**config.mk**
```make
export PLATFORM = sky130hd
export DESIGN_NAME = rv_core_top
export DESIGN_NICKNAME = d
export VERILOG_FILES = /design/src/common/rv_pkg.sv /design/src/common/ex_fb_if.sv /design/src/common/id_ex_if.sv /design/src/decode/decode_stage.sv /design/src/decode/reg_file.sv /design/src/hdl/execute_stage.sv /design/src/hdl/id_ex_reg.sv /design/src/hdl/rv_core_top.sv
export SDC_FILE = /design/constraint.sdc
export NUM_CORES = 2
export LEC_CHECK = 0
export ABC_CLOCK_PERIOD_IN_PS = 12100
export BUFFER_PORTS_ARGS = -buffer_cell sky130_fd_sc_hd__buf_2
export CORE_ASPECT_RATIO = 0.75
export CORE_UTILIZATION = 35
export DETAILED_ROUTE_END_ITERATION = 6
export HOLD_SLACK_MARGIN = 0.15
export PLACE_DENSITY_LB_ADDON = 0.12
export RECOVER_POWER = 50
export SLEW_MARGIN = 5
export SYNTH_ARGS = -nofsm -noshare
export SYNTH_HDL_FRONTEND = slang
export SYNTH_SLANG_ARGS = --single-unit
```
**constraint.sdc**
```tcl
create_clock -name clk -period 12.1 [get_ports clk]
set_input_delay 2.42 -clock clk [delete_from_list [all_inputs] [get_ports clk]]
set_output_delay 2.42 -clock clk [all_outputs]
set_load 0.005 [all_outputs]
```
**src/common/rv_pkg.sv**
```systemverilog
package rv_pkg;

    // ****************************************
    // widths
    // ****************************************
    localparam int xlen       = 32;
    localparam int reg_addr_w = 5;

    localparam logic [xlen-1:0] nop_inst = 32'h0000_0013;  // addi x0, x0, 0

    // ****************************************
    // encodings
    // ****************************************
    typedef enum logic [6:0] {
        opc_op     = 7'b0110011,  // register-register
        opc_op_imm = 7'b0010011,
        opc_branch = 7'b1100011
    } opcode_e;

    // funct3 values shared by op and op_imm
    localparam logic [2:0] f3_add_sub = 3'b000;
    localparam logic [2:0] f3_slt     = 3'b010;
    localparam logic [2:0] f3_xor     = 3'b100;
    localparam logic [2:0] f3_or      = 3'b110;
    localparam logic [2:0] f3_and     = 3'b111;

    // funct3 values for conditional branches
    localparam logic [2:0] f3_beq = 3'b000;
    localparam logic [2:0] f3_bne = 3'b001;

    localparam int f7_sub_bit = 30;  // inst bit that turns add into sub

    typedef enum logic [2:0] {
        alu_add,
        alu_sub,
        alu_and,
        alu_or,
        alu_xor,
        alu_slt
    } alu_op_e;

    // ****************************************
    // control fields carried down the pipe
    // ****************************************
    typedef struct packed {
        alu_op_e alu_op;
        logic    use_imm;    // second operand comes from imm
        logic    is_branch;
        logic    branch_ne;  // bne when set, beq otherwise
    } ex_ctrl_t;

    typedef struct packed {
        logic reg_write;
    } wb_ctrl_t;

endpackage

```
**src/common/ex_fb_if.sv**
```systemverilog
`timescale 1ns/1ps

interface ex_fb_if;

    logic                          wb_valid;
    logic [rv_pkg::reg_addr_w-1:0] wb_rd;
    logic [rv_pkg::xlen-1:0]       wb_data;
    logic                          redirect;     // one cycle pulse on a mispredict
    logic [rv_pkg::xlen-1:0]       redirect_pc;

    modport ex (
        output wb_valid, wb_rd, wb_data, redirect, redirect_pc
    );

    modport dec (
        input wb_valid, wb_rd, wb_data, redirect, redirect_pc
    );

endinterface

```
**src/common/id_ex_if.sv**
```systemverilog
`timescale 1ns/1ps

interface id_ex_if;

    logic [rv_pkg::xlen-1:0]       pc;
    logic [rv_pkg::xlen-1:0]       data1;
    logic [rv_pkg::xlen-1:0]       data2;
    logic [rv_pkg::xlen-1:0]       imm;
    logic [rv_pkg::reg_addr_w-1:0] rd;
    logic [rv_pkg::reg_addr_w-1:0] rs1;
    logic [rv_pkg::reg_addr_w-1:0] rs2;
    logic                          predict_taken;
    rv_pkg::ex_ctrl_t              ex_ctrl;
    rv_pkg::wb_ctrl_t              wb_ctrl;
    logic                          valid;  // low marks a bubble

    // producer side of one decoded instruction
    modport src (
        output pc, data1, data2, imm,
        output rd, rs1, rs2,
        output predict_taken, ex_ctrl, wb_ctrl, valid
    );

    modport dst (
        input pc, data1, data2, imm,
        input rd, rs1, rs2,
        input predict_taken, ex_ctrl, wb_ctrl, valid
    );

endinterface

```
**src/decode/decode_stage.sv**
```systemverilog
`timescale 1ns/1ps

module decode_stage (
    input  logic                    clk,
    input  logic                    rst_n,
    output logic [rv_pkg::xlen-1:0] imem_addr,
    input  logic [rv_pkg::xlen-1:0] imem_data,
    ex_fb_if.dec                    fb,
    id_ex_if.src                    out
);

    logic [rv_pkg::xlen-1:0]       pc;
    logic [rv_pkg::xlen-1:0]       next_pc;
    logic [rv_pkg::xlen-1:0]       inst;
    logic [rv_pkg::xlen-1:0]       imm_i;
    logic [rv_pkg::xlen-1:0]       imm_b;
    logic [rv_pkg::xlen-1:0]       rd1;
    logic [rv_pkg::xlen-1:0]       rd2;
    logic [rv_pkg::reg_addr_w-1:0] rs1;
    logic [rv_pkg::reg_addr_w-1:0] rs2;
    logic [rv_pkg::reg_addr_w-1:0] rd;
    logic [2:0]                    funct3;
    rv_pkg::opcode_e               opcode;
    rv_pkg::ex_ctrl_t              ex_ctrl;
    logic                          reg_write;
    logic                          known;
    logic                          predict_taken;

    // ****************************************
    // fetch
    // ****************************************
    assign imem_addr = pc;
    assign next_pc   = predict_taken ? pc + imm_b : pc + 32'd4;

    always_ff @(posedge clk or negedge rst_n) begin
        if (!rst_n) begin
            pc <= '0;
        end else begin
            pc <= fb.redirect ? fb.redirect_pc : next_pc;  // execute wins over prediction
        end
    end

    assign inst = imem_data;

    // ****************************************
    // field extraction
    // ****************************************
    assign opcode = rv_pkg::opcode_e'(inst[6:0]);
    assign funct3 = inst[14:12];
    assign rd     = inst[11:7];
    assign rs1    = inst[19:15];
    assign rs2    = inst[24:20];
    assign imm_i  = {{20{inst[31]}}, inst[31:20]};
    assign imm_b  = {{19{inst[31]}}, inst[31], inst[7], inst[30:25], inst[11:8], 1'b0};

    reg_file u_reg_file (
        .clk   (clk),
        .rst_n (rst_n),
        .ra1   (rs1),
        .ra2   (rs2),
        .rd1   (rd1),
        .rd2   (rd2),
        .we    (fb.wb_valid),
        .wa    (fb.wb_rd),
        .wd    (fb.wb_data)
    );

    // ****************************************
    // decode and prediction
    // ****************************************
    always_comb begin
        ex_ctrl       = '0;
        reg_write     = 1'b0;
        known         = 1'b0;
        predict_taken = 1'b0;
        case (opcode)
            rv_pkg::opc_op, rv_pkg::opc_op_imm: begin
                known     = 1'b1;
                reg_write = 1'b1;
                ex_ctrl.use_imm = (opcode == rv_pkg::opc_op_imm);
                case (funct3)
                    rv_pkg::f3_add_sub: begin
                        // only the register form has a sub
                        if (inst[rv_pkg::f7_sub_bit] && !ex_ctrl.use_imm) begin
                            ex_ctrl.alu_op = rv_pkg::alu_sub;
                        end else begin
                            ex_ctrl.alu_op = rv_pkg::alu_add;
                        end
                    end
                    rv_pkg::f3_and: ex_ctrl.alu_op = rv_pkg::alu_and;
                    rv_pkg::f3_or:  ex_ctrl.alu_op = rv_pkg::alu_or;
                    rv_pkg::f3_xor: ex_ctrl.alu_op = rv_pkg::alu_xor;
                    rv_pkg::f3_slt: begin
                        ex_ctrl.alu_op = rv_pkg::alu_slt;
                        known = !ex_ctrl.use_imm;  // slti is not supported
                    end
                    default: known = 1'b0;
                endcase
            end
            rv_pkg::opc_branch: begin
                ex_ctrl.is_branch = 1'b1;
                ex_ctrl.branch_ne = (funct3 == rv_pkg::f3_bne);
                known = (funct3 == rv_pkg::f3_beq) || (funct3 == rv_pkg::f3_bne);
                predict_taken = known && inst[31];  // backward taken and forward not taken
            end
            default: known = 1'b0;
        endcase
    end

    always_comb begin
        out.pc            = pc;
        out.imm           = ex_ctrl.is_branch ? imm_b : imm_i;
        out.rs1           = rs1;
        out.rs2           = ex_ctrl.use_imm ? '0 : rs2;
        out.rd            = ex_ctrl.is_branch ? '0 : rd;
        // the register file is written at the end of this cycle so pass the value through
        out.data1         = (fb.wb_valid && fb.wb_rd == rs1) ? fb.wb_data : rd1;
        out.data2         = (fb.wb_valid && fb.wb_rd == rs2) ? fb.wb_data : rd2;
        out.predict_taken = predict_taken;
        out.ex_ctrl       = known ? ex_ctrl : '0;
        out.wb_ctrl       = '{reg_write: known && reg_write};
        out.valid         = known;
    end

endmodule

```
**src/decode/reg_file.sv**
```systemverilog
`timescale 1ns/1ps

module reg_file (
    input  logic                          clk,
    input  logic                          rst_n,
    input  logic [rv_pkg::reg_addr_w-1:0] ra1,
    input  logic [rv_pkg::reg_addr_w-1:0] ra2,
    output logic [rv_pkg::xlen-1:0]       rd1,
    output logic [rv_pkg::xlen-1:0]       rd2,
    input  logic                          we,
    input  logic [rv_pkg::reg_addr_w-1:0] wa,
    input  logic [rv_pkg::xlen-1:0]       wd
);

    logic [rv_pkg::xlen-1:0] regs [2**rv_pkg::reg_addr_w];

    always_ff @(posedge clk or negedge rst_n) begin
        if (!rst_n) begin
            for (int i = 0; i < 2**rv_pkg::reg_addr_w; i++) begin
                regs[i] <= '0;
            end
        end else if (we && wa != '0) begin  // x0 stays zero
            regs[wa] <= wd;
        end
    end

    assign rd1 = regs[ra1];
    assign rd2 = regs[ra2];

endmodule

```
**src/hdl/execute_stage.sv**
```systemverilog
`timescale 1ns/1ps

module execute_stage (
    input  logic clk,
    input  logic rst_n,
    id_ex_if.dst in,
    ex_fb_if.ex  fb,
    output logic flush
);

    logic [rv_pkg::xlen-1:0]       op_a;
    logic [rv_pkg::xlen-1:0]       op_b;
    logic [rv_pkg::xlen-1:0]       src_b;
    logic [rv_pkg::xlen-1:0]       alu_res;
    logic                          taken;
    logic                          mispredict;
    logic                          wb_valid_q;
    logic [rv_pkg::reg_addr_w-1:0] wb_rd_q;
    logic [rv_pkg::xlen-1:0]       wb_data_q;

    // ****************************************
    // forwarding from the writeback register
    // ****************************************
    // wb_rd_q is never x0 while wb_valid_q is set
    assign op_a  = (wb_valid_q && wb_rd_q == in.rs1) ? wb_data_q : in.data1;
    assign op_b  = (wb_valid_q && wb_rd_q == in.rs2) ? wb_data_q : in.data2;
    assign src_b = in.ex_ctrl.use_imm ? in.imm : op_b;

    always_comb begin
        case (in.ex_ctrl.alu_op)
            rv_pkg::alu_add: alu_res = op_a + src_b;
            rv_pkg::alu_sub: alu_res = op_a - src_b;
            rv_pkg::alu_and: alu_res = op_a & src_b;
            rv_pkg::alu_or:  alu_res = op_a | src_b;
            rv_pkg::alu_xor: alu_res = op_a ^ src_b;
            rv_pkg::alu_slt: alu_res = {31'd0, $signed(op_a) < $signed(src_b)};
            default:         alu_res = '0;
        endcase
    end

    // ****************************************
    // branch resolution
    // ****************************************
    assign taken      = in.ex_ctrl.branch_ne ? (op_a != op_b) : (op_a == op_b);
    assign mispredict = in.valid && in.ex_ctrl.is_branch && (taken != in.predict_taken);

    assign fb.redirect    = mispredict;
    assign fb.redirect_pc = taken ? in.pc + in.imm : in.pc + 32'd4;
    assign flush          = mispredict;  // kills the wrong-path instruction in decode

    // ****************************************
    // writeback register
    // ****************************************
    always_ff @(posedge clk or negedge rst_n) begin
        if (!rst_n) begin
            wb_valid_q <= 1'b0;
        end else begin
            wb_valid_q <= in.valid && in.wb_ctrl.reg_write && in.rd != '0;
        end
    end

    always_ff @(posedge clk) begin
        wb_rd_q   <= in.rd;
        wb_data_q <= alu_res;
    end

    assign fb.wb_valid = wb_valid_q;
    assign fb.wb_rd    = wb_rd_q;
    assign fb.wb_data  = wb_data_q;

endmodule

```
**src/hdl/id_ex_reg.sv**
```systemverilog
`timescale 1ns/1ps

module id_ex_reg (
    input  logic clk,
    input  logic rst_n,
    input  logic flush,  // control hazard, turns the captured slot into a bubble
    id_ex_if.dst in,
    id_ex_if.src out
);

    always_ff @(posedge clk or negedge rst_n) begin
        if (!rst_n) begin
            out.pc            <= '0;
            out.data1         <= '0;
            out.data2         <= '0;
            out.imm           <= '0;
            out.rd            <= '0;
            out.rs1           <= '0;
            out.rs2           <= '0;
            out.predict_taken <= 1'b0;
            out.ex_ctrl       <= '0;
            out.wb_ctrl       <= '0;
            out.valid         <= 1'b0;
        end else if (flush) begin
            out.pc            <= '0;
            out.data1         <= '0;
            out.data2         <= '0;
            out.imm           <= '0;
            out.rd            <= '0;
            out.rs1           <= '0;
            out.rs2           <= '0;
            out.predict_taken <= 1'b0;
            out.ex_ctrl       <= '0;
            out.wb_ctrl       <= '0;
            out.valid         <= 1'b0;
        end else begin
            out.pc            <= in.pc;
            out.data1         <= in.data1;
            out.data2         <= in.data2;
            out.imm           <= in.imm;
            out.rd            <= in.rd;
            out.rs1           <= in.rs1;
            out.rs2           <= in.rs2;
            out.predict_taken <= in.predict_taken;
            out.ex_ctrl       <= in.ex_ctrl;
            out.wb_ctrl       <= in.wb_ctrl;
            out.valid         <= in.valid;
        end
    end

endmodule

```
**src/hdl/rv_core_top.sv**
```systemverilog
`timescale 1ns/1ps

module rv_core_top (
    input  logic                          clk,
    input  logic                          rst_n,
    output logic [rv_pkg::xlen-1:0]       imem_addr,
    input  logic [rv_pkg::xlen-1:0]       imem_data,
    output logic                          wb_valid,
    output logic [rv_pkg::reg_addr_w-1:0] wb_rd,
    output logic [rv_pkg::xlen-1:0]       wb_data,
    output logic                          redirect
);

    logic flush;

    id_ex_if dec_if ();  // decode into the pipeline register
    id_ex_if ex_if ();   // pipeline register into execute
    ex_fb_if fb_if ();

    decode_stage u_decode_stage (
        .clk       (clk),
        .rst_n     (rst_n),
        .imem_addr (imem_addr),
        .imem_data (imem_data),
        .fb        (fb_if.dec),
        .out       (dec_if.src)
    );

    id_ex_reg u_id_ex_reg (
        .clk   (clk),
        .rst_n (rst_n),
        .flush (flush),
        .in    (dec_if.dst),
        .out   (ex_if.src)
    );

    execute_stage u_execute_stage (
        .clk   (clk),
        .rst_n (rst_n),
        .in    (ex_if.dst),
        .fb    (fb_if.ex),
        .flush (flush)
    );

    assign wb_valid = fb_if.wb_valid;
    assign wb_rd    = fb_if.wb_rd;
    assign wb_data  = fb_if.wb_data;
    assign redirect = fb_if.redirect;

endmodule

```
* Word level (Yosys, flattened, before mapping)
Cells that the tools add are included.
** Storage, ports and cells
- Bits in registers :: 1246
- Output and inout bits :: 71
- Logic and storage cells :: 150
** Operators by class
- Add/sub/neg operators :: 6
- $lt $le $gt $ge :: 5
- Equality and inequality tests :: 20
- Multiplexer cells :: 42
- Bitwise gates (word level) :: 6
- Reductions and logical operators :: 21
** Operators by type and width (count)
- bitwise mux 1024 bit :: 1
- 2-to-1 mux 32 bit :: 17
- binary-select mux 32 bit (select 5 bit) :: 2
- case mux 32 bit (6 select lines) :: 1
- demux 32 bit (select 5 bit) :: 1
- adder 32 bit :: 3
- adder 32 x 3 -> 32 bit, second input constant :: 2
- bitwise AND 32 bit :: 1
- == test 32 bit :: 1
- less-than comparator 32 bit :: 1
- inequality test 32 bit :: 1
- OR 32 bit :: 1
- subtractor 32 bit :: 1
- bitwise XOR 32 bit :: 1
- 2-to-1 mux 5 bit :: 5
- == test 5 bit :: 4
- >= comparator 6 bit, second input constant :: 3
- NOT 5 -> 6 bit :: 3
- == test 3 bit, second input constant :: 5
- case mux 3 bit (5 select lines) :: 1
- logical AND 1 bit :: 13
- 2-to-1 mux 12 bit :: 1
- 2-to-1 mux 6 bit :: 2
- nonzero test 5 bit :: 2
- 16 further kinds :: 27

* Depth between registers and ports, before layout
- Depth in word-level cells :: 8
- Mapped depth :: 24
- Depth with buffers taken out :: 20

* By module
A second synthesis with hierarchy kept.
** Second synthesis, totals
- Cells, all modules :: 6939
- Area, all modules :: 75354.8 um^2
** By module, submodules not included
- reg_file :: times used 1, cells an instance 4609, area each 55354.3 um^2
- execute_stage :: times used 1, cells an instance 1363, area each 9855.7 um^2
- decode_stage :: times used 1, cells an instance 647, area each 5290.1 um^2
- id_ex_reg :: times used 1, cells an instance 320, area each 4854.7 um^2

* Least setup slack after synthesis
No wires, ideal clock.
- Kind :: input to register
- From :: input imem_data[8] in the netlist's numbering
- To :: register u_decode_stage.pc (netlist bit u_decode_stage.imem_addr[29])
- Arrival time :: 5166 ps
- Required time :: 11996 ps
- Setup slack :: 6830 ps
- Stages on the path :: 15
- Path buffers :: 0
- Cells stage by stage :: ha_1 > inv_1 > fa_1 > nor2b_1 > o21a_1 > o21ai_0 > a211oi_1 > o22ai_1 > o31ai_1 > a211oi_1 > mux2i_1 > or2_2 > nand2_1 > a21oi_1 > a221oi_1
** Between the ends
- Word-level cells in the longest chain between the ends :: 3
** RTL lines
- from (decl) :: line rv_core_top.sv:7 : input logic [rv_pkg::xlen-1:0] imem_data,
- adder 32 bit :: line decode_stage.sv:33 : assign next_pc = predict_taken ? pc + imm_b : pc + 32'd4;
- 2-to-1 mux 32 bit :: line decode_stage.sv:33
- 2-to-1 mux 32 bit :: line decode_stage.sv:39 : pc <= fb.redirect ? fb.redirect_pc : next_pc;
- to (signal assigned) :: line decode_stage.sv:39
- to (decl) :: line decode_stage.sv:12 : logic [rv_pkg::xlen-1:0] pc;
No other way between the ends.
A chain may end at the register's enable or synchronous reset.

* Final worst setup path
- From :: register u_execute_stage.wb_rd_q (netlist bit u_execute_stage.fb.wb_rd[3])
- To :: output redirect
** Between the ends
- Word-level cells in the longest chain between the ends :: 7
- Elaborated cells on any way between the ends :: 11
- Classes of those cells :: eq/ne: 5; mux: 3; reduce/logical: 3
** RTL lines
- from (decl) :: line execute_stage.sv:18 : logic [rv_pkg::reg_addr_w-1:0] wb_rd_q;
- from (signal assigned) :: line execute_stage.sv:63 : wb_rd_q <= in.rd;
- == test 5 bit, on equally long branches :: line execute_stage.sv:25, execute_stage.sv:26
- logical AND 1 bit, on equally long branches :: line execute_stage.sv:25, execute_stage.sv:26
- 2-to-1 mux 32 bit, on equally long branches :: line execute_stage.sv:25, execute_stage.sv:26
- == test 32 bit or inequality test 32 bit (tied branches) :: line execute_stage.sv:44 : assign taken = in.ex_ctrl.branch_ne ? (op_a != op_b) : (op_a == op_b);
- 2-to-1 mux 1 bit (*) :: line execute_stage.sv:44
- inequality test 1 bit (*) :: line execute_stage.sv:45 : assign mispredict = in.valid && in.ex_ctrl.is_branch && (taken != in.predict_taken);
- logical AND 1 bit (*) :: line execute_stage.sv:45
- to (decl) :: line rv_core_top.sv:11 : output logic redirect
Every way passes the cells marked *; elsewhere a longest branch is shown, timed or not.

==> summary.md <==
The run finished, with violations left. The checks that failed: design-rule violations, max-capacitance violations, max-slew violations. The post-synthesis adder-cell area fraction is 2.81%. The signal on the critical path passes through xnor2_1, nand4_2, nor2_2, nand2_1, nand2_1, xnor2_1, nor4_2, nand4_1, xnor3_1, nor2_4, buf_2.

The floorplan step defined a die boundary enclosing 206000 sq um. After synthesis, the cell types taking the most area are dfrtp_1 42%, mux4_2 20%, mux2_2 13%. The logs give 5.28 ns for the data arrival time of the critical path and 5888 for the post-synthesis net count. The clock latency on the worst-skew pair is 0.81 ns.

The number of distinct library cells after synthesis came out at 99. The height of the die works out to 393 microns. STA classifies the critical path endpoint as an output pin.

Power spread over the standard cell area amounts to 124 nW/um^2. The tightest hold path in the finished design has a slack of 0.393 ns. The cell at the slowest stage of the critical path was nor2_2. The worst voltage drop across the vdd grid was 84.7 uV. The total power consumption of the routed design was 0.00987 W; the clock tree buffer depth was 4.

The run gives 160 mm as the sum of net half-perimeters after detailed placement. The logs give 0 ns for the final-layout setup total negative slack and 5.81 ns for the worst reg-to-reg setup slack. The worst path in the final design needs a cycle of 7.70 ns, including I/O delays and setup. The worst hold path begins at u_decode_stage.u_reg_file.regs[1009]. Setup repair after global routing left no endpoint under its margin. Startpoint of the most critical register-to-register path: u_execute_stage.fb.wb_rd[3].

The clock arrives with 0.0415 ns of skew. The total leakage power is 35.0 nW, and the final routed DRC violation total is 1. The hold buffer count at CTS is 0. The fraction of layout instances using a drive strength above 1 works out to 34.1%.

The tool flagged a number of max-cap violations equal to 49. In the routed layout, each cell is associated on average with a via count of 5.98. After detailed routing, the average wire length per cell comes to 31.1 microns. The horizontal die dimension was 524 microns. Of all cell types, the one taking the most synthesized area is dfrtp_1. Biggest fanout along the worst timing path: 27.

By count the netlist is led by 1190 x dfrtp_1, 794 x mux2_2, 640 x mux4_2. The total of buffers placed on input and output ports works out to 104. Based on the critical path, the design can be clocked at up to 0.130 GHz. The critical path launch point was u_execute_stage.fb.wb_rd[3].

The run gives 0 as the number of failing hold endpoints at the final stage. In the final layout, the multi-input gates occupy 38500 sq um. Largest family of logic cells by synthesized area: multiplexers.

The proportion of register bits with asynchronous set or reset after synthesis works out to 97.0%. In the synthesized netlist, mux cells make up 34.2% of the area. The floorplan step defined a core boundary enclosing 203000 sq um. After clock tree synthesis, the clock-pin slew on the worst setup and hold paths is 0.06 ns.

The wire length of the first global-routing pass came out at 376 mm. The logs give 1199 for the max-slew violation total from the final report and 0 for the number of cells upsized or downsized after cts. Clock tree synthesis found a total of 1227 sinks. The complex-gate fraction of the synthesized area is 8.07%, and the number of global-route vias before repair is 49400. Final instance area: 79400 sq um.

The terminating pin of the worst hold path was u_decode_stage.u_reg_file.regs[1009]. For the worst setup path, the data required time is 9.68 ns. The final critical path takes up 63.6% of the cycle.

The placement-stage worst setup slack came out at 5.33 ns. Predominant post-synthesis flop cell: dfrtp_1. At the end of routability-driven placement, the weighted congestion stood at 0.958. Entering global routing, the biggest net connects 158 pins. Of the total synthesized cell area, the portion taken by AND, OR, NAND and NOR gates is 6.49%. In this run the post-CTS setup repair buffer count came out at 0. The H-tree was split into 4 levels. Synthesis handed over a netlist of 5696 instances. The xor/xnor cell area share of the yosys netlist works out to 2.14%.

The tools report the routed via count as 50000. The type of the worst setup path is flop to output pin. The total overflow left after global routing is 0. 105 I/O pins were placed.

The total of endpoints with negative setup slack in the final report is 0, and the number of inserted filler cells in the final layout is 19300. The area growth from synthesis to layout is 11.0%. The normalized max-slew margin was -187%. The number of buffers created by CTS was 149; the total number of yosys warnings was 0. The path class of the tightest hold or removal check is flop to flop. The first routing iteration left 5034 violations. In this run the remaining antenna-violating nets after routing total 0. Synthesis inferred 1227 register bits. In the final layout, flip-flops and latches occupy 30500 sq um.

The average footprint of a synthesized cell was 12.6 sq um. The count of TritonRoute iterations in the first routing pass came out at 7. Summed over its instances, the top area cell type makes up 41.6% of the synthesized netlist area. The run gives 260 mm as the aggregate routed wire length. At the pin with the least slew margin, the transition time is 4.31 ns. After detailed placement, the total cell area comes to 74800 sq um. TritonCTS built the clock tree. The overall global routing resource usage came out at 25.2%. The starting density of the core came out at 35.3%. The type of origin of the critical path is a flop.

The worst hold path passes through 0 cells. The endpoint identified for the worst register-to-register timing path is u_decode_stage.imem_addr[21]. The number of antenna violations at the first check in global routing is 12, and the cell row count is 143. The tools report the clock tree root driver cell as clkbuf_16.

The final-stage net count is 5752, and the delay of the slowest cell on the worst path is 0.94 ns. The cell area that synthesis handed to floorplanning was 71500 sq um. Most instantiated library cell after synthesis: dfrtp_1.

The tools report the final setup slack of the worst path as 4.40 ns. The number of synthesized flops with an enable pin is 0, and the path depth of the worst reg2reg path is 14. The share of the Yosys chip area taken by registers is 42.7%.
-- power breakdown --
| group | switching, W | total, W | internal [W] |
|---|---|---|---|
| Sequential | 0.000120 | 0.00427 | 0.00415 |
| Clock | 0.00187 | 0.00463 | 0.00276 |
| Combinational | 0.000595 | 0.000969 | 0.000374 |
-- cells by family (layout without fill, tap and decap cells) --
logic type / after synthesis / count (layout)
simple gates: 1021 / 1021
buf+inv: 660 / 629
compound gates: 917 / 917
mux: 1541 / 1541
flops: 1227 / 1227
other cells: 0 / 1
fa+ha+maj: 158 / 158
xor+xnor: 172 / 172
-- routing by layer --
| layer | global-route usage [%] | wire length [microns] | vias up |
|---|---|---|---|
| met5 | 0 | 7 | - |
| li1 | - | - | 21100 |
| met3 | 4.42 | 18400 | 329 |
| met4 | 5.37 | 5360 | 2 |
| met1 | 39.5 | 126000 | 26700 |
| met2 | 35.7 | 110000 | 1805 |
-- layout make-up --
| class | instances | share of cell area [%] |
|---|---|---|
| Antenna cell | 1 | 0.00315 |
| Clock buffer | 208 | 5.47 |
| Clock inverter | 48 | 0.744 |
| Inverter | 146 | 0.691 |
| Multi-Input combinational cell | 3809 | 48.5 |
| Sequential cell | 1227 | 38.5 |
| Tap cell | 2682 | 4.23 |
| Timing Repair Buffer | 227 | 1.92 |
-- worst max-delay path: cells and delay by family (launching register included) --
kind | cells | cell delay, ns
xor+xnor | 3 | 0.76
buf+inv | 1 | 0.14
flops | 1 | 0.65
simple gates | 7 | 2.87
-- flip-flops by register name (all words and copies together) (netlist names), 5 cells and up --
name,flops
u_decode_stage.u_reg_file.regs,1024
u_execute_stage.fb.wb_data,32
u_id_ex_reg.out.data2,32
u_id_ex_reg.out.rd,5
u_id_ex_reg.out.rs2,5
u_id_ex_reg.out.imm,13
u_id_ex_reg.out.pc,32
u_id_ex_reg.out.rs1,5
u_id_ex_reg.out.data1,32
u_id_ex_reg.out.ex_ctrl,6
u_execute_stage.fb.wb_rd,5
u_decode_stage.imem_addr,32
-- stage by stage --
stage	std cells	utilization, %
CTS	8347	39.3
global placement	8090	36.9
detailed placement	8091	36.9
global route	8347	39.1
finish	8348	39.1
floorplan	5696	-
-- layout by cell type (no fill, tap or decap), drive strengths merged, types with 11 or more instances in the layout --
master and count:
ha 154, nand3 72, o21ai 334, nor3 57, mux2i 105, nor4 23, o211ai 13, bufinv 12
mux2 796, o31ai 12, o21a 17, a211o 11, a21oi 198, xor2 72, o221a 12, o22ai 24
inv 137, xnor2 99, nor2b 55, o21bai 27, and3 18, a211oi 96, a221oi 17, mux4 640
nand4 31, a22oi 13, a21o 39, clkinv 40, and2 24, or3 11, a31oi 22, dfrtp 1190
nor2 303, clkbuf 239, dfxtp 37, buf 196, nand2 381
-- worst max path at each step --
stage / to
floorplan: u_decode_stage.imem_addr[29]
global placement: redirect
detailed placement: redirect
CTS: redirect
global route: redirect
finish: redirect
(Power assumes the default switching activity.)
